<file path="src/source/cache_pkg.sv">
`default_nettype none

package cache_pkg;

    // processor word address, split as tag | set | word offset
    localparam int ADDR_W = 25;
    localparam int OFS_W  = 2;   // word within a line
    localparam int SET_W  = 4;   // 16 sets
    localparam int TAG_W  = ADDR_W - SET_W - OFS_W;

    // memory side works on whole lines
    localparam int LINE_ADDR_W = 23;

    // associativity
    localparam int WAYS  = 8;
    localparam int WAY_W = 3;

    // data widths
    localparam int WORD_W = 32;
    localparam int LINE_W = 128; // four words per line

    // tree pseudo-LRU, WAYS-1 bits per set
    localparam int PLRU_W = 7;

    // request sequencing in the controller
    typedef enum logic [2:0] {
        IDLE,   // waiting for a processor request
        COMP,   // tag compare on the registered way outputs
        HIT,    // write hit, merge into the hit way
        FETCH1, // line read command on the memory port
        FETCH2, // waiting for the line to return
        FETCH3, // write miss, merge after the fill
        WB1,    // load the dirty victim into the write registers
        WB2     // line write command on the memory port
    } ctrl_state_t;

endpackage

`default_nettype wire

</file>
<file path="src/source/cache_way.sv">
`timescale 1ns/1ps
`default_nettype none

module cache_way (
    input  wire logic                        clk,
    input  wire logic                        rst,
    input  wire logic [cache_pkg::SET_W-1:0] i_set,
    input  wire logic [cache_pkg::TAG_W-1:0] i_tag,
    input  wire logic                        i_we,
    input  wire logic                        i_fill,
    input  wire logic [3:0]                  i_word_en,
    input  wire logic [3:0]                  i_byte_en,
    input  wire logic [cache_pkg::LINE_W-1:0] i_wdata,
    output logic                             o_hit,
    output logic                             o_valid,
    output logic                             o_dirty,
    output logic      [cache_pkg::TAG_W-1:0] o_tag,
    output logic      [cache_pkg::LINE_W-1:0] o_line
);

    import cache_pkg::*;

    logic [TAG_W-1:0]    tag_mem  [2**SET_W];
    logic [LINE_W-1:0]   data_mem [2**SET_W];
    logic [2**SET_W-1:0] valid_bits;
    logic [2**SET_W-1:0] dirty_bits;

    logic [TAG_W-1:0]  tag_q;
    logic [LINE_W-1:0] line_q;
    logic              valid_q;
    logic              dirty_q;

    // tag and data storage, registered read at i_set
    always_ff @(posedge clk) begin
        if (i_fill) begin
            tag_mem[i_set]  <= i_tag;
            data_mem[i_set] <= i_wdata;
        end
        // byte writes land after the fill so they win on overlap
        if (i_we) begin
            for (int w = 0; w < 4; w++) begin
                for (int b = 0; b < 4; b++) begin
                    if (i_word_en[w] && i_byte_en[b]) begin
                        data_mem[i_set][w*WORD_W + b*8 +: 8] <= i_wdata[w*WORD_W + b*8 +: 8];
                    end
                end
            end
        end
        tag_q  <= tag_mem[i_set];
        line_q <= data_mem[i_set];
    end

    // line state bits
    always_ff @(posedge clk) begin
        if (rst) begin
            valid_bits <= '0;
            dirty_bits <= '0;
            valid_q    <= 1'b0;
            dirty_q    <= 1'b0;
        end else begin
            if (i_fill) begin
                valid_bits[i_set] <= 1'b1;
                dirty_bits[i_set] <= 1'b0; // fresh copy of memory
            end
            if (i_we) begin
                dirty_bits[i_set] <= 1'b1;
            end
            valid_q <= valid_bits[i_set];
            dirty_q <= dirty_bits[i_set];
        end
    end

    assign o_hit   = valid_q && (tag_q == i_tag);
    assign o_valid = valid_q;
    assign o_dirty = dirty_q;
    assign o_tag   = tag_q;
    assign o_line  = line_q;

endmodule

`default_nettype wire

</file>
<file path="config.mk">
export PLATFORM = sky130hd
export DESIGN_NAME = cache_way
export DESIGN_NICKNAME = d
export VERILOG_FILES = /design/src/source/cache_pkg.sv /design/src/source/cache_way.sv
export SDC_FILE = /design/constraint.sdc
export NUM_CORES = 2
export LEC_CHECK = 0
export BUFFER_PORTS_ARGS = -buffer_cell sky130_fd_sc_hd__clkbuf_2
export CORE_AREA = 4 4 467 469
export DETAILED_ROUTE_END_ITERATION = 7
export DIE_AREA = 0 0 471 473
export HOLD_SLACK_MARGIN = 0.08
export PLACE_DENSITY = 0.61
export SYNTH_ARGS = -nofsm -noshare
export SYNTH_HDL_FRONTEND = slang
export SYNTH_SLANG_ARGS = --single-unit
</file>
<file path="constraint.sdc">
create_clock -name clk -period 4.4 [get_ports clk]
set_input_delay 0.22 -clock clk [delete_from_list [all_inputs] [get_ports clk]]
set_output_delay 0.22 -clock clk [all_outputs]
set_load 0.02 [all_outputs]
</file>
==> metrics.md <==
| Metric | Value |
|---|---|
| DR WL/cell | `28.2 um` |
| Syn Nets | `4440` |
| Max Slew Vio Count | `0` |
| Port Buf Inserts | `312` |
| # Post-CTS Setup Buffers | `0` |
| Core area | `214000 um2` |
| First-pass GRT wire length | `326000 um` |
| Most frequent cells in the layout | `edfxtp_1 (2352), mux4_2 (588), clkbuf_2 (310), a22oi_1 (298), clkbuf_16 (287)` |
| Die footprint | `223000 um2` |
| Final TNS setup | `0 ps` |
| Max VDD drop | `430 uV` |
| Pleak | `35.4 nW` |
| Worst Max-Slew Pin Slew | `1380 ps` |
| Tmin final | `3060 ps` |
| Die Ht | `473 um` |
| Synth Cell Area | `93700 um2` |
| Critical Path RT | `5230 ps` |
| Worst skew pair latency | `910 ps` |
| Mapped Cells | `4277` |
| Critical-path top delay cell | `buf_4` |
| Yosys warns | `0` |
| Cell Chain, Critical Path | `dlygate4sd3_1 -> buf_8 -> buf_12 -> buf_4 -> mux2i_1 -> a22oi_1 -> nand4b_1 -> a21oi_1 -> dlygate4sd3_1` |
| Max-Cap Viols | `0` |
| Fmax | `326 MHz` |
| Endpoints failing hold | `0` |
| Most common cell after layout, fill and taps aside | `edfxtp_1` |
| ANT nets after route | `0` |
| DRT iter0 DRCs | `4367` |
| Root Driver | `clkbuf_16` |
| Worst setup SP type | `input pin` |
| Crit path DAT | `3900 ps` |
| Final worst-path cycle share | `69.6%` |
| HP Class | `input pin to register` |
| Final Skew | `43.4 ps` |
| IO Pins | `313` |
| PD cells | `479 nW/um2` |
| DRC Markers | `0` |
| H-tree levels | `5` |
| Crit Path Class | `input pin to register` |
| Largest net degree at the start of global routing | `104` |
| TritonCTS clock tree | `built` |
| # setup viols final | `0` |
| Crit. End Element | `register` |
| Total gr overflow | `0` |
| RSZ-0062 raised after global routing | `false` |
| Synthesis-stage register bit count | `2533` |
| DPL Wire Length | `136000 um` |
| Area growth, synth to finish | `16.1%` |
| Slew margin rel. | `7.57%` |
| Crit-path max FO | `100` |
| Fillcell total | `17000` |
| Run status | `completed` |
| Layout cells sized above 1 | `27.6%` |
| Overall Global Routing Usage | `20.0%` |
| Slowest stage delay, CP | `790 ps` |
| Clock-pin slew on the worst setup and hold paths | `60 ps` |
| Routability cong. | `0.750` |
| Vias in the first global route | `46700` |
| Chip Width | `471 um` |
| Syn Area/Cell | `21.9 um2` |
| FP Rows | `170` |
| Cell mode on critical path | `dlygate4sd3_1` |
| Via count | `44900` |
| CTS Sinks | `2533` |
| Final Util | `50.8%` |
| Num CTS Buffers | `281` |
| Hold WS | `201 ps` |
| Initial antenna violation count | `47` |
| DR vias/cell | `5.65` |
| Distinct cell type count after synthesis | `32` |
| Clock buffer depth | `4` |
| Sequential element share of the synthesized area | `79.2%` |
| DRT Pass-1 Iters | `6` |
| Starting Density | `43.8%` |
| Nets | `5047` |
| Wirelength, routed | `224000 um` |
## report_power, final
group	leakage, nW	switching (mW)	internal (mW)
sequential	22.8	0.251	27.0
combinational	8.49	1.82	1.08
clock	4.17	9.07	12.9
## cell type report
class / instances / area (um2) / share of cell area [%]
Antenna cell: 21 / 52.6 / 0.0483
Clock buffer: 373 / 7590 / 6.98
Clock inverter: 114 / 941 / 0.865
Inverter: 21 / 78.8 / 0.0725
Multi-Input combinational cell: 1469 / 18200 / 16.7
Sequential cell: 2533 / 74300 / 68.3
Tap cell: 2838 / 3550 / 3.26
Timing Repair Buffer: 578 / 4120 / 3.79
## cell families (layout without fill, tap and decap cells)
logic type | Yosys count | count (layout) | share of synthesized area [%]
AO/OA/AOI/OAI | 358 | 358 | 2.78
XOR/XNOR | 19 | 19 | 0.178
buffers and inverters | 275 | 1086 | 1.48
flip-flops | 2533 | 2533 | 79.2
AND/OR/NAND/NOR | 492 | 492 | 2.07
multiplexers | 600 | 600 | 14.3
other | 0 | 21 | 0
## Yosys cell counts, drive strengths merged
| cell | instances | area, um2 |
|---|---|---|
| and2b | 1 | 7.51 |
| clkbuf | 107 | 402 |
| nand4b | 2 | 17.5 |
| a31oi | 16 | 100 |
| a21oi | 24 | 120 |
| nand4 | 4 | 25.0 |
| inv | 21 | 78.8 |
| xor2 | 12 | 105 |
| xnor2 | 7 | 61.3 |
| a32oi | 10 | 87.6 |
| o211ai | 2 | 15.0 |
| nor2 | 281 | 1050 |
| nand3 | 17 | 95.1 |
| nor2b | 5 | 31.3 |
| and2 | 3 | 18.8 |
| nor3 | 1 | 5.00 |
| a22oi | 298 | 2240 |
| buf | 147 | 908 |
| o2111ai | 2 | 17.5 |
| mux2i | 12 | 120 |
| o21ai | 6 | 30.0 |
| nand2 | 171 | 642 |
| dfxtp | 181 | 3620 |
| and3 | 4 | 25.0 |
| mux4 | 588 | 13200 |
| nor4 | 3 | 18.8 |
| edfxtp | 2352 | 70600 |
## registers in the layout, summed over array words and instances, names as in the netlist
name / cells
o_line: 128
dirty_bits: 16
o_valid: 1
valid_bits: 16
o_dirty: 1
data_mem: 2048
tag_mem: 304
o_tag: 19
## per-stage QoR
step                instances  setup WS (ps)  instance area, um2  power, mW
detailed placement       7281           1100               98600       30.6
finish                   7947           1340              109000       52.1
CTS                      7926           1410              109000       52.6
global placement         7281           1100               98600       30.5
global route             7935           1160              109000       53.8
floorplan                4277           1880               93700       29.3
## metal layers
metal,GRT usage [%],routed length (um),part of all wire (%),vias up
met2,32.4,110000,49,1555
met5,0,56,0.025,-
met1,27.7,93100,42,23900
li1,-,-,-,19000
met3,3.92,14600,6.5,400
met4,6.28,6520,2.9,10
## path summary, 6_finish.rpt
path	depth (start not counted)	slack, ps	start	end
max	9	1340	i_set[1]	o_valid$_SDFF_PP0_
min reg2reg	2	450	valid_bits[10]$_SDFFE_PP0P_	valid_bits[10]$_SDFFE_PP0P_
max reg2reg	6	2230	valid_bits[6]$_SDFFE_PP0P_	o_valid$_SDFF_PP0_
min	5	200	i_word_en[1]	data_mem[10][44]$_DFFE_PP_
## worst max-delay path, delay by kind of cell
kind | cells | cell delay [ps]
mux | 1 | 210
buf+inv | 5 | 2830
compound gates | 2 | 430
simple gates | 1 | 120
## repair_timing
action / CTS / global route
hold endpoints to repair: 2404 / 0
hold buffers: 158 / 0
resized for setup: 0 / 0
(Power assumes the default switching activity.)
