==> src/source/cache_pkg.sv <==
`default_nettype none

package cache_pkg;

    // processor word address, split as tag | set | word offset
    localparam int ADDR_W = 25;
    localparam int OFS_W  = 2;   // word within a line
    localparam int SET_W  = 4;   // 16 sets
    localparam int TAG_W  = ADDR_W - SET_W - OFS_W;

    // memory side works on whole lines
    localparam int LINE_ADDR_W = 23;

    // associativity
    localparam int WAYS  = 8;
    localparam int WAY_W = 3;

    // data widths
    localparam int WORD_W = 32;
    localparam int LINE_W = 128; // four words per line

    // tree pseudo-LRU, WAYS-1 bits per set
    localparam int PLRU_W = 7;

    // request sequencing in the controller
    typedef enum logic [2:0] {
        IDLE,   // waiting for a processor request
        COMP,   // tag compare on the registered way outputs
        HIT,    // write hit, merge into the hit way
        FETCH1, // line read command on the memory port
        FETCH2, // waiting for the line to return
        FETCH3, // write miss, merge after the fill
        WB1,    // load the dirty victim into the write registers
        WB2     // line write command on the memory port
    } ctrl_state_t;

endpackage

`default_nettype wire

==> src/source/cache_ctrl.sv <==
`timescale 1ns/1ps
`default_nettype none

module cache_ctrl (
    input  wire logic                               clk,
    input  wire logic                               rst,
    // processor port
    input  wire logic [cache_pkg::ADDR_W-1:0]       i_p_addr,
    input  wire logic                               i_p_read,
    input  wire logic                               i_p_write,
    input  wire logic [cache_pkg::WORD_W-1:0]       i_p_writedata,
    input  wire logic [3:0]                         i_p_byte_en,
    output logic                                    o_p_waitrequest,
    output logic      [cache_pkg::WORD_W-1:0]       o_p_readdata,
    output logic                                    o_p_readdata_valid,
    // memory port
    output logic                                    o_m_read,
    output logic                                    o_m_write,
    output logic      [cache_pkg::LINE_ADDR_W-1:0]  o_m_addr,
    output logic      [cache_pkg::LINE_W-1:0]       o_m_writedata,
    output logic      [3:0]                         o_m_byte_en,
    input  wire logic                               i_m_waitrequest,
    input  wire logic [cache_pkg::LINE_W-1:0]       i_m_readdata,
    input  wire logic                               i_m_readdata_valid,
    // way control
    output logic      [cache_pkg::SET_W-1:0]        o_set,
    output logic      [cache_pkg::TAG_W-1:0]        o_tag,
    output logic      [cache_pkg::WAYS-1:0]         o_way_we,
    output logic      [cache_pkg::WAYS-1:0]         o_way_fill,
    output logic      [3:0]                         o_word_en,
    output logic      [3:0]                         o_byte_en,
    output logic      [cache_pkg::LINE_W-1:0]       o_wdata,
    input  wire logic [cache_pkg::WAYS-1:0]         i_hit,
    input  wire logic [cache_pkg::WAYS-1:0]         i_valid,
    input  wire logic [cache_pkg::WAYS-1:0]         i_dirty,
    input  wire logic [cache_pkg::WAYS*cache_pkg::TAG_W-1:0]  i_tag_all,
    input  wire logic [cache_pkg::WAYS*cache_pkg::LINE_W-1:0] i_line_all,
    // replacement
    output logic                                    o_plru_access,
    output logic      [cache_pkg::WAY_W-1:0]        o_plru_way,
    input  wire logic [cache_pkg::WAY_W-1:0]        i_victim
);

    import cache_pkg::*;

    ctrl_state_t state;

    logic [ADDR_W-1:0] addr_q;
    logic [WORD_W-1:0] wdata_q;
    logic [3:0]        be_q;
    logic              is_write_q;
    logic [WAY_W-1:0]  way_q;  // hit way or allocated way

    logic              hit_any;
    logic [WAY_W-1:0]  hit_way;
    logic [WAY_W-1:0]  inv_way;
    logic [WAY_W-1:0]  alloc_way;
    logic [WAYS-1:0]   way_onehot;
    logic [LINE_W-1:0] hit_line;
    logic [OFS_W-1:0]  word_idx;

    // lowest numbered hit and lowest numbered free way
    always_comb begin
        hit_way = '0;
        inv_way = '0;
        for (int w = WAYS - 1; w >= 0; w--) begin
            if (i_hit[w]) begin
                hit_way = WAY_W'(w);
            end
            if (!i_valid[w]) begin
                inv_way = WAY_W'(w);
            end
        end
    end

    assign hit_any    = |i_hit;
    assign alloc_way  = (&i_valid) ? i_victim : inv_way;
    assign way_onehot = {{(WAYS-1){1'b0}}, 1'b1} << way_q;
    assign hit_line   = i_line_all[hit_way*LINE_W +: LINE_W];
    assign word_idx   = addr_q[OFS_W-1:0];

    // ways read at the incoming address while idle so COMP sees the set
    assign o_set     = (state == IDLE) ? i_p_addr[OFS_W +: SET_W] : addr_q[OFS_W +: SET_W];
    assign o_tag     = addr_q[ADDR_W-1 -: TAG_W];
    assign o_word_en = 4'b0001 << word_idx;
    assign o_byte_en = be_q;
    assign o_wdata   = (state == FETCH2) ? i_m_readdata : {4{wdata_q}};

    assign o_way_we   = (state == HIT || state == FETCH3) ? way_onehot : '0;
    assign o_way_fill = (state == FETCH2 && i_m_readdata_valid) ? way_onehot : '0;

    assign o_plru_access = (state == COMP); // every compare ends in a hit or an allocation
    assign o_plru_way    = hit_any ? hit_way : alloc_way;

    assign o_p_waitrequest = (state != IDLE);
    assign o_m_byte_en     = 4'b1111;

    always_ff @(posedge clk) begin
        if (rst) begin
            state              <= IDLE;
            o_p_readdata_valid <= 1'b0;
            o_m_read           <= 1'b0;
            o_m_write          <= 1'b0;
        end else begin
            case (state)
                IDLE: begin
                    o_p_readdata_valid <= 1'b0;
                    if (i_p_read || i_p_write) begin
                        addr_q     <= i_p_addr;
                        wdata_q    <= i_p_writedata;
                        be_q       <= i_p_byte_en;
                        is_write_q <= !i_p_read; // read wins if both are raised
                        state      <= COMP;
                    end
                end
                COMP: begin
                    if (hit_any) begin
                        way_q <= hit_way;
                        if (is_write_q) begin
                            state <= HIT;
                        end else begin
                            o_p_readdata       <= hit_line[word_idx*WORD_W +: WORD_W];
                            o_p_readdata_valid <= 1'b1;
                            state              <= IDLE;
                        end
                    end else begin
                        way_q <= alloc_way;
                        if ((&i_valid) && i_dirty[i_victim]) begin
                            state <= WB1;
                        end else begin
                            o_m_addr <= addr_q[ADDR_W-1:OFS_W];
                            o_m_read <= 1'b1;
                            state    <= FETCH1;
                        end
                    end
                end
                HIT: begin
                    state <= IDLE;
                end
                FETCH1: begin
                    if (!i_m_waitrequest) begin
                        o_m_read <= 1'b0;
                        state    <= FETCH2;
                    end
                end
                FETCH2: begin
                    if (i_m_readdata_valid) begin
                        if (is_write_q) begin
                            state <= FETCH3;
                        end else begin
                            o_p_readdata       <= i_m_readdata[word_idx*WORD_W +: WORD_W];
                            o_p_readdata_valid <= 1'b1;
                            state              <= IDLE;
                        end
                    end
                end
                FETCH3: begin
                    state <= IDLE;
                end
                WB1: begin
                    o_m_addr      <= {i_tag_all[way_q*TAG_W +: TAG_W], addr_q[OFS_W +: SET_W]};
                    o_m_writedata <= i_line_all[way_q*LINE_W +: LINE_W];
                    o_m_write     <= 1'b1;
                    state         <= WB2;
                end
                WB2: begin
                    if (!i_m_waitrequest) begin
                        o_m_write <= 1'b0;
                        o_m_addr  <= addr_q[ADDR_W-1:OFS_W]; // go on with the fill read
                        o_m_read  <= 1'b1;
                        state     <= FETCH1;
                    end
                end
                default: begin
                    state <= IDLE;
                end
            endcase
        end
    end

endmodule

`default_nettype wire

==> config.mk <==
export PLATFORM = sky130hd
export DESIGN_NAME = cache_ctrl
export DESIGN_NICKNAME = d
export VERILOG_FILES = /design/src/source/cache_pkg.sv /design/src/source/cache_ctrl.sv
export SDC_FILE = /design/constraint.sdc
export NUM_CORES = 1
export LEC_CHECK = 0
export ABC_AREA = 0
export ABC_CLOCK_PERIOD_IN_PS = 7400
export BUFFER_PORTS_ARGS = -buffer_cell sky130_fd_sc_hd__buf_2
export CAP_MARGIN = 0
export CELL_PAD_IN_SITES_DETAIL_PLACEMENT = 1
export CELL_PAD_IN_SITES_GLOBAL_PLACEMENT = 2
export CORE_AREA = 5 5 680 682
export CTS_CLUSTER_SIZE = 10
export DETAILED_ROUTE_END_ITERATION = 7
export DIE_AREA = 0 0 685 687
export PLACE_DENSITY = 0.34
export SLEW_MARGIN = 20
export SYNTH_ARGS = -nofsm -noshare
export SYNTH_HDL_FRONTEND = slang
export SYNTH_SLANG_ARGS = --single-unit
==> constraint.sdc <==
create_clock -name clk -period 7.4 [get_ports clk]
set_input_delay 0 -clock clk [delete_from_list [all_inputs] [get_ports clk]]
set_output_delay 0 -clock clk [all_outputs]
set_load 0.02 [all_outputs]
==> out/results.ini, run 1 <==
[sta]
period_share=0.6983
min_period_ps=5168
setup_viol=0
slew_headroom=0.2172
tns_ps=0
maxSlewViolCount=0
rsz0062_at_grt=false
hold_violations=0
tightest_slew_ps=1174
skew_ps=55.88
max_freq_ghz=0.1935

[clock_network]
cts_sinks=254
cts_setup_buffers=0
htreeDepth=2
insertion_delay_ps=750
cts_root_buf=clkbuf_16
cts_buffer_depth=3
cts_tree=built
cts_buffers=54
clk_pin_slew_ps=70

[logic_synthesis]
ys_types=52
ys_async_sr_fraction=0
ys.flop_type=edfxtp_1
syn-cell-area_um2=28880
synth_common_cells=nand2_1 (851), mux4_2 (360), edfxtp_1 (248), clkbuf_1 (205), mux2_2 (177)
synth_seq_cells=254
yosys.area.top_type_share=0.2808
synthTopCellsByArea=mux4_2 (28%), edfxtp_1 (26%), nand2_1 (11%)
yosysMostFrequentCell=nand2_1
avgSynthCellArea_um2=9.421
syn_inst=3065
yosysWarningCount=0
synth_edf_count=248
synth_top_area_cell=mux4_2
yosysSeqAreaShare=0.2621

[drt]
drt_first_pass_iters=5
route.vias.total=39630
wl_per_cell_um=34.69
drtIter0Drc=2631
drc_errors=0
drt_wl_total_mm=397.4
route.antenna.remaining_nets=0
via_per_inst=3.459

[worst_setup_path]
criticalPathCategory=reg -> reg
crit_path_start_kind=flip-flop
reg2reg_depth=12
cp-end-kind=flip-flop
crit_chain=nand2b_1 > nor2_4 > buf_4 > buf_4 > nor4_4 > buf_12 > and3_1 > dlygate4sd3_1 > nor4_1 > dlygate4sd3_1 > o32a_1 > dlygate4sd3_1
r2r_slack_ps=2230
crit_path_max_fanout=64
crit_required_ps=7910
worst-path-buf-inv=6
crit_arrival_ps=5680
cpPeakStageDelay_ps=580
timing.rr.start=state[1]
crit_top_cell=dlygate4sd3_1
critPathTopFamily=buffers and inverters
reg2reg_to=o_p_readdata[24]
cpMaxStageDelayCell=dlygate4sd3_1

[pwr]
total_power_mw=7.710
p_leak_nw=20.97
peakVddDrop_uv=176.3
cellPowerDensity_nw_per_um2=143.1

[cells_and_area]
num-nets-final=6707
fin_cells=11460
synthToLayoutAreaGrowth_pct=86.56
layout-drive-gt1-share=0.4773
num-fill-cells=53970

[grt]
grt_max_degree=90
overflow=0
grt_pass1_wl_mm=495.5
antenna_found_initial=279
grt_pass1_vias=42520
track_usage=0.1609

[floorplanning]
io_pins=1768
std_cell_rows=248
core_area_um2=455200
initial_utilization=0.06343
dieArea_um2=470600
die_h_um=687
die_x_um=685

[min_path]
min_path_type=in -> reg
hold_start=i_victim[0]
hold_depth=3
min_to=way_q[0]

[placement]
placed_cells=10600
place.gp.congestion=0.8743
port_buffers=1763
dp_hpwl_mm=334.6

[run]
maxCapViolations=0

[run_status]
status=finished, final reports clean

[cell usage in the layout (no fill, tap or decap), drive strengths merged, types with 26 or more instances in the layout]
cell and count:
o221ai 26, a21boi 27, nor2 142, clkbuf 59
a221o 26, nand4 27, a21oi 100, and3 80
o21ai 114, o211ai 78, edfxtp 248, o32a 26
mux2 177, nand2 851, nor4 55, buf 1871
inv 36, mux4 360, nand3 170, diode 101
a221oi 32, dlygate4sd3 651
[metal layers]
| metal | GRT usage | up-vias | wire length [um] |
|---|---|---|---|
| met5 | 0 | - | 414 |
| met4 | 0.03542 | 66 | 9548 |
| met3 | 0.03672 | 509 | 23680 |
| met2 | 0.2743 | 1927 | 190000 |
| met1 | 0.2059 | 20710 | 173700 |
| li1 | - | 16410 | - |
[cell families (layout without fill, tap and decap cells)]
family	Yosys count	count (layout)	synth area share
mux	557	557	0.3567
flops	254	254	0.2621
simple gates	1368	1368	0.2037
compound gates	513	513	0.1238
buf+inv	372	2659	0.05364
other cells	1	105	0.0001299
[sequential cells by signal, indices dropped and copies added (netlist names)]
name / count
way_q: 3
o_m_writedata: 128
o_m_addr: 23
addr_q: 25
o_p_readdata: 32
o_m_write: 1
is_write_q: 1
o_byte_en: 4
o_p_readdata_valid: 1
wdata_q: 32
o_m_read: 1
state: 3
[how the worst max path moves through the flow]
stage | slack [ps] | to | cells after the start | start
2_1_floorplan | 230 | o_p_readdata[0] | 7 | state[0]
3_3_place_gp | 2710 | o_p_readdata[0] | 8 | state[2]
3_5_place_dp | 2710 | o_p_readdata[24] | 9 | state[2]
4_1_cts | 2070 | o_p_readdata[24] | 12 | state[1]
5_1_grt | 1980 | o_p_readdata[24] | 12 | state[1]
6_report | 2230 | o_p_readdata[24] | 12 | state[1]
[power breakdown]
part | switching, mW | leakage, nW | internal [mW]
clock network | 1.25 | 0.884 | 1.66
logic | 1.78 | 17.8 | 1.34
registers | 0.0285 | 2.31 | 1.65
total | 3.06 | 21.0 | 4.65
[cell type report]
class                      count  area (um^2)  share of cell area
antenna                      101        252.7            0.004692
clock buffer                  59         1370             0.02543
clock inverter                43        530.5            0.009848
inverter                      35        132.6            0.002462
multi-input combinational   2442        20110              0.3733
sequential                   254         7567              0.1405
tap                         6000         7507              0.1394
timing repair buffer        2522        16400              0.3045
[worst reg2reg max path: cells and delay by family (launching register included)]
family                 cells  cell delay, ps
AO/OA/AOI/OAI              1             280
buffers and inverters      6            2690
flip-flops                 1             570
AND/OR/NAND/NOR            5            1370
[through the flow]
| step | hold slack (ps) | util | cell area, um^2 | worst slack, ps |
|---|---|---|---|---|
| final | 30.33 | 0.1183 | 53870 | 2232 |
| after global routing | 48.68 | 0.1180 | 53730 | 1982 |
| after CTS | 3.808 | 0.1178 | 53620 | 2072 |
| after detailed placement | 179.1 | 0.09929 | 45200 | 2707 |
| after global placement | 179.7 | 0.09924 | 45170 | 2712 |
| after floorplan | 98.87 | - | 28890 | 232.5 |
[what timing repair did]
item                                   CTS  global route
setup endpoints to repair                0             0
hold buffers                           651             0
resized for setup                        0             0
endpoints found under the hold margin  274             0
No activity file was read; power rests on OpenSTA's default activity.
==> run 2, diff against run 1 <==
Settings changed: ABC_CLOCK_PERIOD_IN_PS 7400 to 4600.
Clock period 7.4 ns to 4.6 ns, I/O delays scaled along.
==> out/results.ini, run 2 (synthesis results as in run 1) <==
[sta]
maxSlewViolCount=0
min_period_ps=4365
hold_ws_ps=66.93
skew_ps=38.18
slew_headroom=0.2346
setup_viol=0
timing.final.ws_setup_ps=234.8
tightest_slew_ps=1138
rsz0062_at_grt=false
period_share=0.9490
max_freq_ghz=0.2291
hold_violations=0

[drt]
route.antenna.remaining_nets=0
top_layer_used=met5
via_per_inst=3.483
m1WireLength_mm=169.2
drtIter0Drc=2972
route.met2.wl_mm=193.8
drt_wl_total_mm=401.9
route.vias.total=40120
drt_first_pass_iters=5
wl_per_cell_um=34.89
met3WireLength_mm=29.53
drc_errors=0

[worst_setup_path]
crit_required_ps=5090
crit_arrival_ps=4860
critPathTopFamily=buffers and inverters
crit_path_start_kind=flip-flop
worst-path-buf-inv=4
cp.depth=11
timing.rr.start=state[1]
crit_end=o_p_readdata[24]
crit_chain=nand2b_1 > buf_4 > nand2b_4 > and3_4 > nand2_4 > buf_4 > o21ai_0 > nor4_1 > dlygate4sd3_1 > o32a_1 > dlygate4sd3_1
reg2reg_depth=11
r2r_slack_ps=230
cpPeakStageDelay_ps=590
cp-end-kind=flip-flop
crit_path_max_fanout=21
criticalPathCategory=reg -> reg
reg2reg_to=o_p_readdata[24]
cpMaxStageDelayCell=dfxtp_1
critical_path.startpoint=state[1]

[cells_and_area]
final_cell_mix=buf_2 (1763), nand2_1 (848), dlygate4sd3_1 (649)
num-nets-final=6767
layout-drive-gt1-share=0.4854
synthToLayoutAreaGrowth_pct=89.29
largest_register=o_m_writedata
design_area_um2=54660
top_regs=o_m_writedata (128), o_p_readdata (32), wdata_q (32)
fin_cells=11520
layout_commonest_cell=buf_2
largest_register_ffs=128

[pwr]
cellPowerDensity_nw_per_um2=222.5
peakVddDrop_uv=306.4
p_leak_nw=21.32

[grt]
grt_max_degree=93
grt_pass1_vias=42300
antenna_found_initial=292
overflow=0
track_usage=0.1626
grt_pass1_wl_mm=498.3

[clock_network]
cts_root_buf=clkbuf_16
cts_tree=built
htreeDepth=2
clk_pin_slew_ps=60
cts_buffers=55
cts_sinks=254
cts_setup_buffers=0
insertion_delay_ps=760
cts_buffer_depth=3

[placement]
port_buffers=1763
dpl-instance-area_um2=46120
dp_hpwl_mm=342.3
place.gp.congestion=0.8790
dp_slack_ps=389.0
placed_cells=10660

[floorplanning]
die_x_um=685
std_cell_rows=248
initial_utilization=0.06343
dieArea_um2=470600
die_h_um=687
io_pins=1768
core_area_um2=455200

[run_status]
status=finished, final reports clean

[run]
maxCapViolations=0

[min_path]
min_path_type=in -> reg

[run 2: changes by cell type in the layout (fill, tap and decap cells not counted), moves of 3 or more]
cell | before | now
buf_4 | 88 | 118
nor4_2 | 21 | 24
buf_6 | 0 | 4
bufinv_16 | 9 | 3
clkinv_4 | 0 | 8
nor4_1 | 29 | 22
nor4_4 | 5 | 9
buf_12 | 20 | 45
[run 2: worst register-to-register path, delay by kind of cell, from the launching register on]
family / cells / cell delay (ps)
compound gates: 2 / 470
flops: 1 / 590
buf+inv: 4 / 1770
simple gates: 5 / 1280
[run 2: worst min-delay path by stage]
stage | to | slack [ps] | startpoint | depth (start not counted)
after floorplan | addr_q[0] | 100 | i_p_addr[0] | 0
after global placement | o_byte_en[2] | 180 | i_p_byte_en[2] | 1
after detailed placement | wdata_q[5] | 180 | i_p_writedata[5] | 1
after CTS | o_p_readdata[27] | 0.9 | i_line_all[859] | 5
after global routing | o_p_readdata[0] | 40 | i_line_all[800] | 5
final | o_p_readdata[27] | 70 | i_line_all[859] | 5
[run 2: repair_timing]
action	CTS	global route
gates resized for setup	0	1
hold endpoints to repair	244	0
hold buffers	649	0
endpoints found under the setup margin	0	1
[run 2: through the flow]
stage	util	TNS, ps	total power, mW
after floorplan	-	0	4.563
after global placement	0.1009	-410.9	7.277
after detailed placement	0.1013	0	7.297
after CTS	0.1195	0	12.59
after global routing	0.1197	0	12.82
final	0.1201	0	12.16
[run 2: cell type report]
type | count | area (um^2)
multi-input combinational | 2442 | 20230
clock inverter | 43 | 377.9
tap | 6000 | 7507
clock buffer | 59 | 1391
timing repair buffer | 2581 | 17190
inverter | 35 | 131.4
sequential | 254 | 7567
antenna | 103 | 257.7
fill | 53910 | 400500
[run 2: per-layer routing]
layer	vias up	track usage
li1	16550	-
met1	20900	0.2029
met2	2029	0.2806
met3	564	0.04479
met4	76	0.02950
met5	-	0
[run 2: report_power, final]
group          total, mW  internal, mW  switching, mW
sequential          2.70          2.66         0.0440
clock               4.33          2.37           1.96
combinational       5.13          2.25           2.88
