==> src/source/cache_pkg.sv <==
`default_nettype none

package cache_pkg;

    // processor word address, split as tag | set | word offset
    localparam int ADDR_W = 25;
    localparam int OFS_W  = 2;   // word within a line
    localparam int SET_W  = 4;   // 16 sets
    localparam int TAG_W  = ADDR_W - SET_W - OFS_W;

    // memory side works on whole lines
    localparam int LINE_ADDR_W = 23;

    // associativity
    localparam int WAYS  = 8;
    localparam int WAY_W = 3;

    // data widths
    localparam int WORD_W = 32;
    localparam int LINE_W = 128; // four words per line

    // tree pseudo-LRU, WAYS-1 bits per set
    localparam int PLRU_W = 7;

    // request sequencing in the controller
    typedef enum logic [2:0] {
        IDLE,   // waiting for a processor request
        COMP,   // tag compare on the registered way outputs
        HIT,    // write hit, merge into the hit way
        FETCH1, // line read command on the memory port
        FETCH2, // waiting for the line to return
        FETCH3, // write miss, merge after the fill
        WB1,    // load the dirty victim into the write registers
        WB2     // line write command on the memory port
    } ctrl_state_t;

endpackage

`default_nettype wire

==> src/source/plru_tree.sv <==
`timescale 1ns/1ps
`default_nettype none

module plru_tree (
    input  wire logic                        clk,
    input  wire logic                        rst,
    input  wire logic [cache_pkg::SET_W-1:0] i_set,
    input  wire logic                        i_access,
    input  wire logic [cache_pkg::WAY_W-1:0] i_way,
    output logic      [cache_pkg::WAY_W-1:0] o_victim
);

    import cache_pkg::*;

    logic [PLRU_W-1:0] plru_q [2**SET_W];
    logic [PLRU_W-1:0] cur;
    logic [PLRU_W-1:0] nxt;
    logic              v_hi;
    logic              v_mid;
    logic              v_lo;

    assign cur = plru_q[i_set];

    // walk the tree: bit 6 root, bits 5/4 middle, bits 3..0 leaf pairs 1/0 .. 7/6
    always_comb begin
        v_hi  = cur[6];
        v_mid = v_hi ? cur[4] : cur[5];
        case ({v_hi, v_mid})
            2'b11:   v_lo = cur[0];
            2'b10:   v_lo = cur[1];
            2'b01:   v_lo = cur[2];
            default: v_lo = cur[3];
        endcase
        o_victim = {v_hi, v_mid, v_lo};
    end

    // point every node on the accessed path away from it
    always_comb begin
        nxt    = cur;
        nxt[6] = ~i_way[2];
        if (i_way[2]) begin
            nxt[4] = ~i_way[1];
            if (i_way[1]) begin
                nxt[0] = ~i_way[0];
            end else begin
                nxt[1] = ~i_way[0];
            end
        end else begin
            nxt[5] = ~i_way[1];
            if (i_way[1]) begin
                nxt[2] = ~i_way[0];
            end else begin
                nxt[3] = ~i_way[0];
            end
        end
    end

    always_ff @(posedge clk) begin
        if (rst) begin
            for (int s = 0; s < 2**SET_W; s++) begin
                plru_q[s] <= '0;
            end
        end else if (i_access) begin
            plru_q[i_set] <= nxt;
        end
    end

endmodule

`default_nettype wire

==> config.mk <==
export PLATFORM = sky130hd
export DESIGN_NAME = plru_tree
export DESIGN_NICKNAME = d
export VERILOG_FILES = /design/src/source/cache_pkg.sv /design/src/source/plru_tree.sv
export SDC_FILE = /design/constraint.sdc
export NUM_CORES = 1
export LEC_CHECK = 0
export ABC_AREA = 0
export BUFFER_PORTS_ARGS = -buffer_cell sky130_fd_sc_hd__buf_2
export CAP_MARGIN = 20
export CORE_AREA = 4 4 107 109
export DETAILED_ROUTE_END_ITERATION = 6
export DIE_AREA = 0 0 111 113
export PLACE_DENSITY = 0.67
export SYNTH_ARGS = -nofsm -noshare
export SYNTH_HDL_FRONTEND = slang
export SYNTH_SLANG_ARGS = --single-unit
==> constraint.sdc <==
create_clock -name clk -period 3 [get_ports clk]
set_clock_uncertainty 0.15 [all_clocks]
set_input_delay 0.6 -clock clk [delete_from_list [all_inputs] [get_ports clk]]
set_output_delay 0.6 -clock clk [all_outputs]
set_load 0.005 [all_outputs]
==> results of run 1 <==
[per-stage QoR]
step                setup TNS (ns)  hold WS, ns  cell area [um2]
global placement             -1.89        0.955             5580
global route               -0.0974        0.559             5840
detailed placement           -2.51        0.952             5580
floorplan                  -0.0125        0.760             5120
finish                           0        0.562             5840
CTS                       -0.00248        0.553             5810
[layout make-up]
| class | instances | area (um2) |
|---|---|---|
| clock buffers | 10 | 128 |
| clock inverters | 6 | 75.1 |
| fillers | 860 | 4760 |
| inverters | 1 | 3.75 |
| multi-input cells | 219 | 1630 |
| flip-flops and latches | 112 | 3360 |
| well taps | 140 | 175 |
| repair buffers | 59 | 469 |
[power groups by stage]
stage / Clock, mW / Combinational (mW) / Sequential [mW]
2_1_floorplan: 0 / 0.233 / 1.83
3_3_place_gp: 0 / 0.363 / 1.83
3_5_place_dp: 0 / 0.367 / 1.84
4_1_cts: 0.941 / 0.377 / 1.80
5_1_grt: 1.01 / 0.410 / 1.81
6_report: 0.918 / 0.382 / 1.80
[cell families after synthesis]
group	after synthesis	share of synthesized area
compound gates	18	0.0347
buf+inv	22	0.0296
flops	112	0.658
mux	33	0.142
simple gates	168	0.136
[critical path, stage by stage, from the launching register on]
cell and delay, ns:
sky130_fd_sc_hd__edfxtp_1 0.40, sky130_fd_sc_hd__mux4_2 0.49, sky130_fd_sc_hd__mux4_2 0.52, sky130_fd_sc_hd__mux2_4 0.34, sky130_fd_sc_hd__buf_6 0.12
[placed cells by master (no fill, tap or decap), types with 2 or more instances in the layout]
cell type                    n
sky130_fd_sc_hd__a21oi_4     3
sky130_fd_sc_hd__a22oi_1     4
sky130_fd_sc_hd__a22oi_2     8
sky130_fd_sc_hd__buf_12      3
sky130_fd_sc_hd__buf_2       9
sky130_fd_sc_hd__buf_4      44
sky130_fd_sc_hd__clkbuf_8    9
sky130_fd_sc_hd__edfxtp_1  112
sky130_fd_sc_hd__inv_6       2
sky130_fd_sc_hd__mux2i_1     3
sky130_fd_sc_hd__mux4_1      4
sky130_fd_sc_hd__mux4_2     25
sky130_fd_sc_hd__nand2_1    24
sky130_fd_sc_hd__nand2b_1   17
sky130_fd_sc_hd__nor2_1    118
sky130_fd_sc_hd__nor2b_1     3
[worst paths after layout]
check                start             to  slack, ns  cells after the start
max           plru_q[3][6]    o_victim[1]      0.005                      4
max reg2reg   plru_q[3][3]   plru_q[5][3]       0.73                      7
min reg2reg  plru_q[12][0]   plru_q[2][0]       1.07                      7
min               i_way[2]  plru_q[15][6]       0.56                      2
[repair_timing]
item / in CTS / in global routing
gates resized for setup: 9 / 11
pin swaps: 0 / 1
setup endpoints to repair: 3 / 2
hold endpoints to repair: 0 / 0
buffers inserted: 0 / 0
[routing by layer]
metal	part of all wire	vias up	wire length (um)
met5	0	-	0
met4	0.023	0	257
met3	0.064	12	713
met2	0.51	117	5690
met1	0.40	1466	4450
li1	-	1388	-
==> metrics.log, run 1 <==
[metrics] Comb pwr share: 0.123
[metrics] leftover overflow at the end of global routing: 0
[metrics] clock buffer depth: 2
[metrics] ranking of synthesized cells by area: sky130_fd_sc_hd__edfxtp_1 66%, sky130_fd_sc_hd__mux4_2 9.7%, sky130_fd_sc_hd__nor2_1 8.7%, sky130_fd_sc_hd__mux4_1 3.6%, sky130_fd_sc_hd__nand2b_1 2.1%
[metrics] Flop pwr share: 0.581
[metrics] crit path kind: reg2out
[metrics] initial antenna violation count: 0
[metrics] die extent in y: 113 um
[metrics] area of the placeable core: 10600 um2
[metrics] worst skew pair latency: 0.38 ns
[metrics] register name with the most flops: plru_q
[metrics] average wire per standard cell: 20.3 um
[metrics] number of setup violations in the final report: 0
[metrics] clock transition at the registers of the reported paths: 0.11 ns
[metrics] count of clock tree sinks: 112
[metrics] global-route usage over all layers: 0.190
[metrics] post-DP HPWL: 7910 um
[metrics] # H-tree levels: 3
[metrics] Main synth FF type: sky130_fd_sc_hd__edfxtp_1
[metrics] leakage power: 2.10 nW
[metrics] switching share of power: 0.241
[metrics] total DRC errors in the routed layout: 0
[metrics] post-layout minimum cycle time: 3.00 ns
[metrics] floorplan die width: 111 um
[metrics] slew at the pin with the worst max-slew slack: 0.447 ns
[metrics] global-route met3 utilization: 0.0294
[metrics] Net Count, Synth: 363
[metrics] first-pass GRT wire length: 17500 um
[metrics] Internal Power: 2.35 mW
[metrics] unrepaired setup endpoints after global routing: true
[metrics] most common cell in the netlist: sky130_fd_sc_hd__nor2_1
[metrics] NetSw: 749 uW
[metrics] maximum fanout along the worst path: 3
[metrics] Critical Path Start Type: flip-flop
[metrics] worst path required time: 2.25 ns
[metrics] initial core utilization: 0.482
[metrics] PnR worst setup slack: 0.00499 ns
[metrics] final RePlAce weighted congestion: 0.859
[metrics] cts bufs inserted: 9
[metrics] count of state elements after synthesis: 112
[metrics] number of top-level pins: 13
[metrics] clock tree root buffer cell: sky130_fd_sc_hd__clkbuf_8
[metrics] layout cell share with drive strength beyond 1: 0.285
[metrics] number of nets with antenna violations after routing: 0
[metrics] Synth top area share: 0.658
[metrics] Global Route met1 Usage: 0.249
[metrics] post-cts hold buffer count: 0
[metrics] largest net degree at the start of global routing: 22
[metrics] Power Dens Cells: 531 nW/um2
[metrics] peak-usage layer in the global routing report: met2
[metrics] Yosys top cell by area: sky130_fd_sc_hd__edfxtp_1
[metrics] DR iter-0 viols: 203
[metrics] post-synthesis average cell area: 14.5 um2
[metrics] PnR Total Power: 3.10 mW
[metrics] top flop regs: plru_q: 112 flops
[metrics] Tcrit/Tclk final: 0.998
[metrics] Unique masters post-synth: 25
[metrics] post-place setup slack: -0.258 ns
[metrics] nature of the critical path endpoint: output pin
[metrics] Final Hold Viols: 0
[metrics] # diodes: 0
[metrics] relative contribution of the clock network to total power: 0.296
[metrics] count of max-cap constraint violations: 0
[metrics] data arrival time of the worst path: 2.25 ns
[metrics] count of placed standard cells in the final layout, fillers left out: 547
[metrics] gate count of the mapped netlist: 353
[metrics] GR Layer Usage met2: 0.320
[metrics] count of yosys warnings during synthesis: 0
[metrics] overall via count from detail_route: 2983
[metrics] tightest slew margin relative to the limit: 0.702
[metrics] worst hold-check path type: in2reg
[metrics] run status: completed
[metrics] Worst IR Drop VDD: 0.000310 V
[metrics] share of synthesized registers carrying an async set or reset: 0
[metrics] post-synthesis sequential area ratio: 0.658
[metrics] port buffer count: 12
[metrics] max reg flops: 112
[metrics] number of enable-type register cells in the synthesized netlist: 112
[metrics] summed instance area of the synthesized netlist: 5110 um2
[metrics] share of the core filled with cells in the final layout: 0.551
[metrics] first drt pass iteration count: 7
[metrics] final WL: 11100 um
[metrics] number of placement rows: 38
[metrics] final count of pins violating max slew: 0
[metrics] Total Die Area: 12500 um2
[metrics] Area Growth Syn to Fin: 14.3%
[metrics] vias in the first global route: 3141
[metrics] # nets final: 412
[metrics] Placed Cells incl. Taps: 531
[metrics] vias per inst: 5.45
[metrics] TritonCTS clock tree: done
[metrics] Fmax achieved: 334 MHz
[metrics] Synth top cells by count: 118 x sky130_fd_sc_hd__nor2_1, 112 x sky130_fd_sc_hd__edfxtp_1, 25 x sky130_fd_sc_hd__nand2_1
Power figures use the tool's default switching activity.
==> run 2: changes to the inputs <==
==> constraint.sdc (replaced) <==
create_clock -name clk -period 2.4 [get_ports clk]
set_clock_uncertainty 0.15 [all_clocks]
set_input_delay 0.48 -clock clk [delete_from_list [all_inputs] [get_ports clk]]
set_output_delay 0.48 -clock clk [all_outputs]
set_load 0.005 [all_outputs]
==> metrics.log, run 2 (synthesis results as in run 1) <==
[metrics] layout cell share with drive strength beyond 1: 0.292 (was 0.285)
[metrics] largest net degree at the start of global routing: 22 (unchanged)
[metrics] commonest non-fill, non-tap cells in the layout: 118 x sky130_fd_sc_hd__nor2_1, 112 x sky130_fd_sc_hd__edfxtp_1, 35 x sky130_fd_sc_hd__buf_4, 25 x sky130_fd_sc_hd__mux4_2, 24 x sky130_fd_sc_hd__nand2_1 (was 118 x sky130_fd_sc_hd__nor2_1, 112 x sky130_fd_sc_hd__edfxtp_1, 44 x sky130_fd_sc_hd__buf_4, 25 x sky130_fd_sc_hd__mux4_2, 24 x sky130_fd_sc_hd__nand2_1)
[metrics] combined flip-flop and latch cell area: 3360 um2 (unchanged)
[metrics] TritonCTS clock tree: done (unchanged)
[metrics] Total Die Area: 12500 um2 (unchanged)
[metrics] area of the placeable core: 10600 um2 (unchanged)
[metrics] DR iter-0 viols: 323 (was 203)
[metrics] vias per inst: 5.69 (was 5.45)
[metrics] vias in the first global route: 3126 (was 3141)
[metrics] tightest slew margin relative to the limit: 0.675 (was 0.702)
[metrics] number of nets with antenna violations after routing: 0 (unchanged)
[metrics] Final Hold Viols: 0 (unchanged)
[metrics] PnR worst setup slack: -0.497 ns (was 0.00499 ns)
[metrics] # nets final: 413 (was 412)
[metrics] maximum fanout along the worst path: 2 (was 3)
[metrics] register name with the most flops: plru_q (unchanged)
[metrics] Placed Cells incl. Taps: 530 (was 531)
[metrics] number of cells on the critical path: 4 (unchanged)
[metrics] final count of pins violating max slew: 0 (unchanged)
[metrics] violated checks: negative setup slack
[metrics] global-route usage over all layers: 0.191 (was 0.190)
[metrics] overall via count from detail_route: 3117 (was 2983)
[metrics] first drt pass iteration count: 5 (was 7)
[metrics] floorplan die width: 111 um (unchanged)
[metrics] cts bufs inserted: 9 (unchanged)
[metrics] standard cell with the maximum stage delay on the critical path: sky130_fd_sc_hd__mux4_2 (unchanged)
[metrics] FF-to-FF path depth: 7 (unchanged)
[metrics] leftover overflow at the end of global routing: 0 (unchanged)
[metrics] initial antenna violation count: 0 (unchanged)
[metrics] unrepaired setup endpoints after global routing: true (unchanged)
[metrics] post-DP HPWL: 8110 um (was 7910 um)
[metrics] final RePlAce weighted congestion: 0.815 (was 0.859)
[metrics] count of max-cap constraint violations: 0 (unchanged)
[metrics] nature of the critical path endpoint: output pin (unchanged)
[metrics] average wire per standard cell: 21.0 um (was 20.3 um)
[metrics] count of clock tree sinks: 112 (unchanged)
[metrics] worst path required time: 1.77 ns (was 2.25 ns)
[metrics] first-pass GRT wire length: 18000 um (was 17500 um)
[metrics] cell repeated most along the worst path: sky130_fd_sc_hd__mux4_2 (unchanged)
[metrics] Bufs and invs on worst path: 1 (unchanged)
[metrics] worst hold-check path type: in2reg (unchanged)
[metrics] port buffer count: 12 (unchanged)
[metrics] Critical Path Start Type: flip-flop (unchanged)
[metrics] crit path kind: reg2out (unchanged)
[metrics] area of the multi-input gates: 1660 um2 (was 1630 um2)
[metrics] post-place setup slack: -0.504 ns (was -0.258 ns)
[metrics] clock buffer depth: 2 (unchanged)
[metrics] max reg flops: 112 (unchanged)
[metrics] run status: finished, violations left (was completed)
[metrics] Area Growth Syn to Fin: 16.3% (was 14.3%)
[metrics] initial core utilization: 0.482 (unchanged)
[metrics] post-layout minimum cycle time: 2.90 ns
[metrics] critical-path cell list: mux4_2 -> mux4_2 -> mux2_4 -> buf_6 (unchanged)
[metrics] Power Dens Cells: 636 nW/um2 (was 531 nW/um2)
[metrics] Layout fillers: 845 (was 860)
[metrics] clock tree root buffer cell: sky130_fd_sc_hd__clkbuf_8 (unchanged)
[metrics] number of top-level pins: 13 (unchanged)
[metrics] die extent in y: 113 um (unchanged)
[metrics] number of setup violations in the final report: 3 (was 0)
[metrics] Worst IR Drop VDD: 0.000296 V (was 0.000310 V)
[metrics] worst skew pair latency: 0.38 ns (about the same)
[metrics] most frequent standard cell in the layout excluding fill and tap cells: sky130_fd_sc_hd__nor2_1 (unchanged)
[metrics] Crit path max-delay family: multiplexers (unchanged)
[metrics] # diodes: 0 (unchanged)
[metrics] top flop regs: plru_q: 112 flops (unchanged)
[metrics] Tcrit/Tclk final: 1.21
[metrics] final WL: 11500 um (was 11100 um)
[metrics] count of placed standard cells in the final layout, fillers left out: 548 (was 547)
[metrics] clock transition at the registers of the reported paths: 0.11 ns (about the same)
[metrics] data arrival time of the worst path: 2.27 ns (was 2.25 ns)
[metrics] leakage power: 2.14 nW (was 2.10 nW)
[metrics] Fmax achieved: 345 MHz
[metrics] largest incremental delay on the critical path: 0.54 ns (was 0.52 ns)
[metrics] slew at the pin with the worst max-slew slack: 0.487 ns (was 0.447 ns)
[metrics] # H-tree levels: 3 (unchanged)
[metrics] number of placement rows: 38 (unchanged)
[metrics] Hold Path Cell Cnt: 2 (unchanged)
[metrics] total DRC errors in the routed layout: 0 (unchanged)
run 2: layer usage:
metal | track usage | share of wire | vias to the layer above
met5 | 0 | 0 | -
met4 | 0.0706 | 0.025 | 0
met3 | 0.0342 | 0.065 | 17
met2 | 0.303 | 0.49 | 132
met1 | 0.267 | 0.42 | 1585
li1 | - | - | 1383
run 2: metrics by stage:
step	instance area [um2]	total power [mW]	util	hold slack (ns)	setup TNS (ns)
global placement	5660	2.76	0.534	0.857	-35.93
global route	5950	3.92	0.561	0.485	-1.53
detailed placement	5660	2.78	0.534	0.863	-38.53
finish	5950	3.78	0.561	0.478	-1.29
floorplan	5120	2.57	-	0.695	-0.595
CTS	5860	3.77	0.553	0.465	-1.30
run 2: final timing paths:
path | from | to | slack [ns]
max | plru_q[14][6] | o_victim[1] | -0.50
max reg2reg | plru_q[7][4] | plru_q[8][4] | 0.19
min reg2reg | plru_q[4][3] | plru_q[1][3] | 1.09
min | i_way[2] | plru_q[3][6] | 0.48
run 2: layout make-up:
| class | count | share of cell area |
|---|---|---|
| multi-input combinational | 219 | 0.278 |
| timing repair buffer | 60 | 0.0972 |
| sequential | 112 | 0.565 |
| clock buffer | 9 | 0.0208 |
| clock inverter | 7 | 0.00820 |
| tap | 140 | 0.0294 |
| inverter | 1 | 0.000631 |
run 2: repair_timing:
action | CTS | global route
hold endpoints to repair | 0 | 0
buffers inserted | 1 | 0
cloned | 0 | 1
pin swaps | 0 | 2
setup endpoints to repair | 38 | 83
resized for setup | 5 | 17
hold buffers | 0 | 0
run 2: worst register-to-register path: cells and delay by family, from the launching register on:
family          cells  cell delay (ns)
simple gates        2             0.15
compound gates      2             0.41
flops               1             0.40
mux                 1             0.52
buf+inv             2             0.36
run 2: power by group:
group          switching (mW)  leakage (nW)  total (mW)  internal, mW
sequential             0.0275          1.14        2.26          2.23
clock                   0.631        0.0789        1.01         0.376
combinational           0.277         0.914       0.520         0.243
total                   0.936          2.14        3.78          2.85
==> run 3: changes to the inputs <==
==> constraint.sdc (replaced) <==
create_clock -name clk -period 2.4 [get_ports clk]
set_clock_uncertainty 0.15 [all_clocks]
set_input_delay 0.36 -clock clk [delete_from_list [all_inputs] [get_ports clk]]
set_output_delay 0.36 -clock clk [all_outputs]
set_load 0.005 [all_outputs]
==> metrics.log, run 3 (synthesis results as in run 1) <==
[metrics] worst path required time: 1.89 ns (was 1.77 ns)
[metrics] TritonCTS clock tree: done (unchanged)
[metrics] Fmax achieved: 363 MHz (was 345 MHz)
[metrics] clock tree root buffer cell: sky130_fd_sc_hd__clkbuf_8 (unchanged)
[metrics] final standard cell area without fillers: 5900 um2 (was 5950 um2)
[metrics] average wire per standard cell: 20.3 um (was 21.0 um)
[metrics] clock buffer depth: 2 (unchanged)
[metrics] number of top-level pins: 13 (unchanged)
[metrics] post-place setup slack: -0.343 ns (was -0.504 ns)
[metrics] global-route usage over all layers: 0.189 (was 0.191)
[metrics] worst hold-check path type: in2reg (unchanged)
[metrics] # nets final: 423 (was 413)
[metrics] NetSw: 940 uW (was 936 uW)
[metrics] count of clock tree sinks: 112 (unchanged)
[metrics] area of the placeable core: 10600 um2 (unchanged)
[metrics] max reg flops: 112 (unchanged)
[metrics] vias per inst: 5.48 (was 5.69)
[metrics] Power Dens Cells: 642 nW/um2 (was 636 nW/um2)
[metrics] top flop regs: plru_q: 112 flops (unchanged)
[metrics] first drt pass iteration count: 5 (unchanged)
[metrics] post-layout minimum cycle time: 2.75 ns (was 2.90 ns)
[metrics] port buffer count: 12 (unchanged)
[metrics] maximum fanout along the worst path: 3 (was 2)
[metrics] floorplan die width: 111 um (unchanged)
[metrics] # diodes: 0 (unchanged)
[metrics] Critical Path Start Type: flip-flop (unchanged)
[metrics] leakage power: 2.16 nW (was 2.14 nW)
[metrics] worst skew pair latency: 0.37 ns (was 0.38 ns)
[metrics] largest net degree at the start of global routing: 22 (unchanged)
[metrics] Area Growth Syn to Fin: 15.4% (was 16.3%)
[metrics] initial antenna violation count: 0 (unchanged)
[metrics] total DRC errors in the routed layout: 0 (unchanged)
[metrics] leftover overflow at the end of global routing: 0 (unchanged)
[metrics] die extent in y: 113 um (unchanged)
[metrics] data arrival time of the worst path: 2.24 ns (was 2.27 ns)
[metrics] crit path kind: reg2out (unchanged)
[metrics] most frequent standard cell in the layout excluding fill and tap cells: sky130_fd_sc_hd__nor2_1 (unchanged)
[metrics] Final Hold Viols: 0 (unchanged)
[metrics] # H-tree levels: 3 (unchanged)
[metrics] post-cts hold buffer count: 0 (unchanged)
[metrics] switching share of power: 0.248 (was 0.247)
[metrics] Layout fillers: 867 (was 845)
[metrics] overall via count from detail_route: 3057 (was 3117)
[metrics] clock transition at the registers of the reported paths: 0.10 ns (was 0.11 ns)
[metrics] Worst IR Drop VDD: 0.000300 V (was 0.000296 V)
[metrics] PnR worst setup slack: -0.352 ns (was -0.497 ns)
[metrics] layout cell share with drive strength beyond 1: 0.292 (about the same)
[metrics] final WL: 11300 um (was 11500 um)
[metrics] vias in the first global route: 3183 (was 3126)
[metrics] number of placement rows: 38 (unchanged)
[metrics] instance area after placement: 5670 um2 (was 5660 um2)
[metrics] unrepaired setup endpoints after global routing: true (unchanged)
[metrics] run status: finished, violations left (unchanged)
[metrics] largest incremental delay on the critical path: 0.55 ns (was 0.54 ns)
[metrics] number of setup violations in the final report: 3 (unchanged)
[metrics] Internal Power: 2.85 mW (about the same)
[metrics] Flop pwr share: 0.593 (was 0.596)
[metrics] violated checks: negative setup slack (unchanged)
[metrics] register name with the most flops: plru_q (unchanged)
[metrics] final RePlAce weighted congestion: 0.856 (was 0.815)
[metrics] count of max-cap constraint violations: 0 (unchanged)
[metrics] share of the core filled with cells in the final layout: 0.557 (was 0.561)
[metrics] commonest non-fill, non-tap cells in the layout: 118 x sky130_fd_sc_hd__nor2_1, 112 x sky130_fd_sc_hd__edfxtp_1, 53 x sky130_fd_sc_hd__buf_4, 23 x sky130_fd_sc_hd__mux4_2, 23 x sky130_fd_sc_hd__nand2_1 (was 118 x sky130_fd_sc_hd__nor2_1, 112 x sky130_fd_sc_hd__edfxtp_1, 35 x sky130_fd_sc_hd__buf_4, 25 x sky130_fd_sc_hd__mux4_2, 24 x sky130_fd_sc_hd__nand2_1)
[metrics] cts bufs inserted: 9 (unchanged)
[metrics] number of nets with antenna violations after routing: 0 (unchanged)
[metrics] Tcrit/Tclk final: 1.15 (was 1.21)
[metrics] Total Die Area: 12500 um2 (unchanged)
[metrics] initial core utilization: 0.482 (unchanged)
[metrics] Setup TNS Final: -0.890 ns (was -1.29 ns)
[metrics] final count of pins violating max slew: 0 (unchanged)
[metrics] Comb pwr share: 0.131 (was 0.138)
[metrics] PnR Total Power: 3.79 mW (was 3.78 mW)
[metrics] first-pass GRT wire length: 17700 um (was 18000 um)
[metrics] slew at the pin with the worst max-slew slack: 0.461 ns (was 0.487 ns)
[metrics] standard cell with the maximum stage delay on the critical path: sky130_fd_sc_hd__mux4_2 (unchanged)
[metrics] relative contribution of the clock network to total power: 0.276 (was 0.266)
[metrics] DR iter-0 viols: 196 (was 323)
[metrics] post-DP HPWL: 8030 um (was 8110 um)
[metrics] cell repeated most along the worst path: sky130_fd_sc_hd__mux4_2 (unchanged)
[metrics] tightest slew margin relative to the limit: 0.693 (was 0.675)
[metrics] critical-path cell list: mux4_2 -> mux4_2 -> mux2_4 -> buf_6 (unchanged)
[metrics] nature of the critical path endpoint: output pin (unchanged)
[run 3: cell types whose count changed in the layout (fill, tap and decap cells not counted), sizes merged]
cell,before,now
buf,59,70
clkinv,4,3
clkinvlp,3,1
inv,1,3
[run 3: layer usage]
layer / share of wire / global-route usage / up-vias
met2: 0.52 / 0.331 / 77
met3: 0.047 / 0.0326 / 14
met4: 0.018 / 0.0567 / 0
li1: - / - / 1416
met1: 0.42 / 0.246 / 1550
met5: 0 / 0 / -
[run 3: stage by stage]
stage / hold WS (ns) / cells
finish: 0.352 / 558
detailed placement: 0.717 / 541
global placement: 0.719 / 541
global route: 0.341 / 558
CTS: 0.326 / 558
floorplan: 0.575 / 353
[run 3: path summary, 6_finish.rpt]
check / startpoint / endpoint / slack, ns / depth (start not counted)
max: plru_q[14][6] / o_victim[1] / -0.35 / 4
min: i_way[2] / plru_q[1][6] / 0.35 / 2
min reg2reg: plru_q[4][5] / plru_q[10][5] / 1.02 / 6
max reg2reg: plru_q[6][1] / plru_q[14][1] / 0.14 / 7
[run 3: worst max-delay path, delay by kind of cell (launching register included)]
kind                   cells  cell delay [ns]
buffers and inverters      1             0.12
flip-flops                 1             0.38
multiplexers               3             1.38
[run 3: timing repair]
action / 4_1_cts / 5_1_grt
endpoints found under the setup margin: 3 / 3
gates cloned: 0 / 0
buffers inserted: 1 / 1
endpoints found under the hold margin: 0 / 0
gates resized for setup: 10 / 4
[run 3: final cells by class]
cell class | count | area (um2) | share of cell area
Tap cell | 140 | 175 | 0.0297
Clock inverter | 6 | 53.8 | 0.00911
Clock buffer | 10 | 128 | 0.0216
Multi-Input combinational cell | 219 | 1620 | 0.274
Inverter | 1 | 3.75 | 0.000636
Timing Repair Buffer | 70 | 559 | 0.0947
Sequential cell | 112 | 3360 | 0.570
[run 3: power groups by stage]
| stage | registers (mW) | clock network, mW | logic [mW] |
|---|---|---|---|
| final | 2.25 | 1.05 | 0.497 |
| after global routing | 2.26 | 1.14 | 0.531 |
| after CTS | 2.25 | 1.06 | 0.494 |
| after detailed placement | 2.29 | 0 | 0.475 |
| after global placement | 2.29 | 0 | 0.469 |
| after floorplan | 2.28 | 0 | 0.292 |
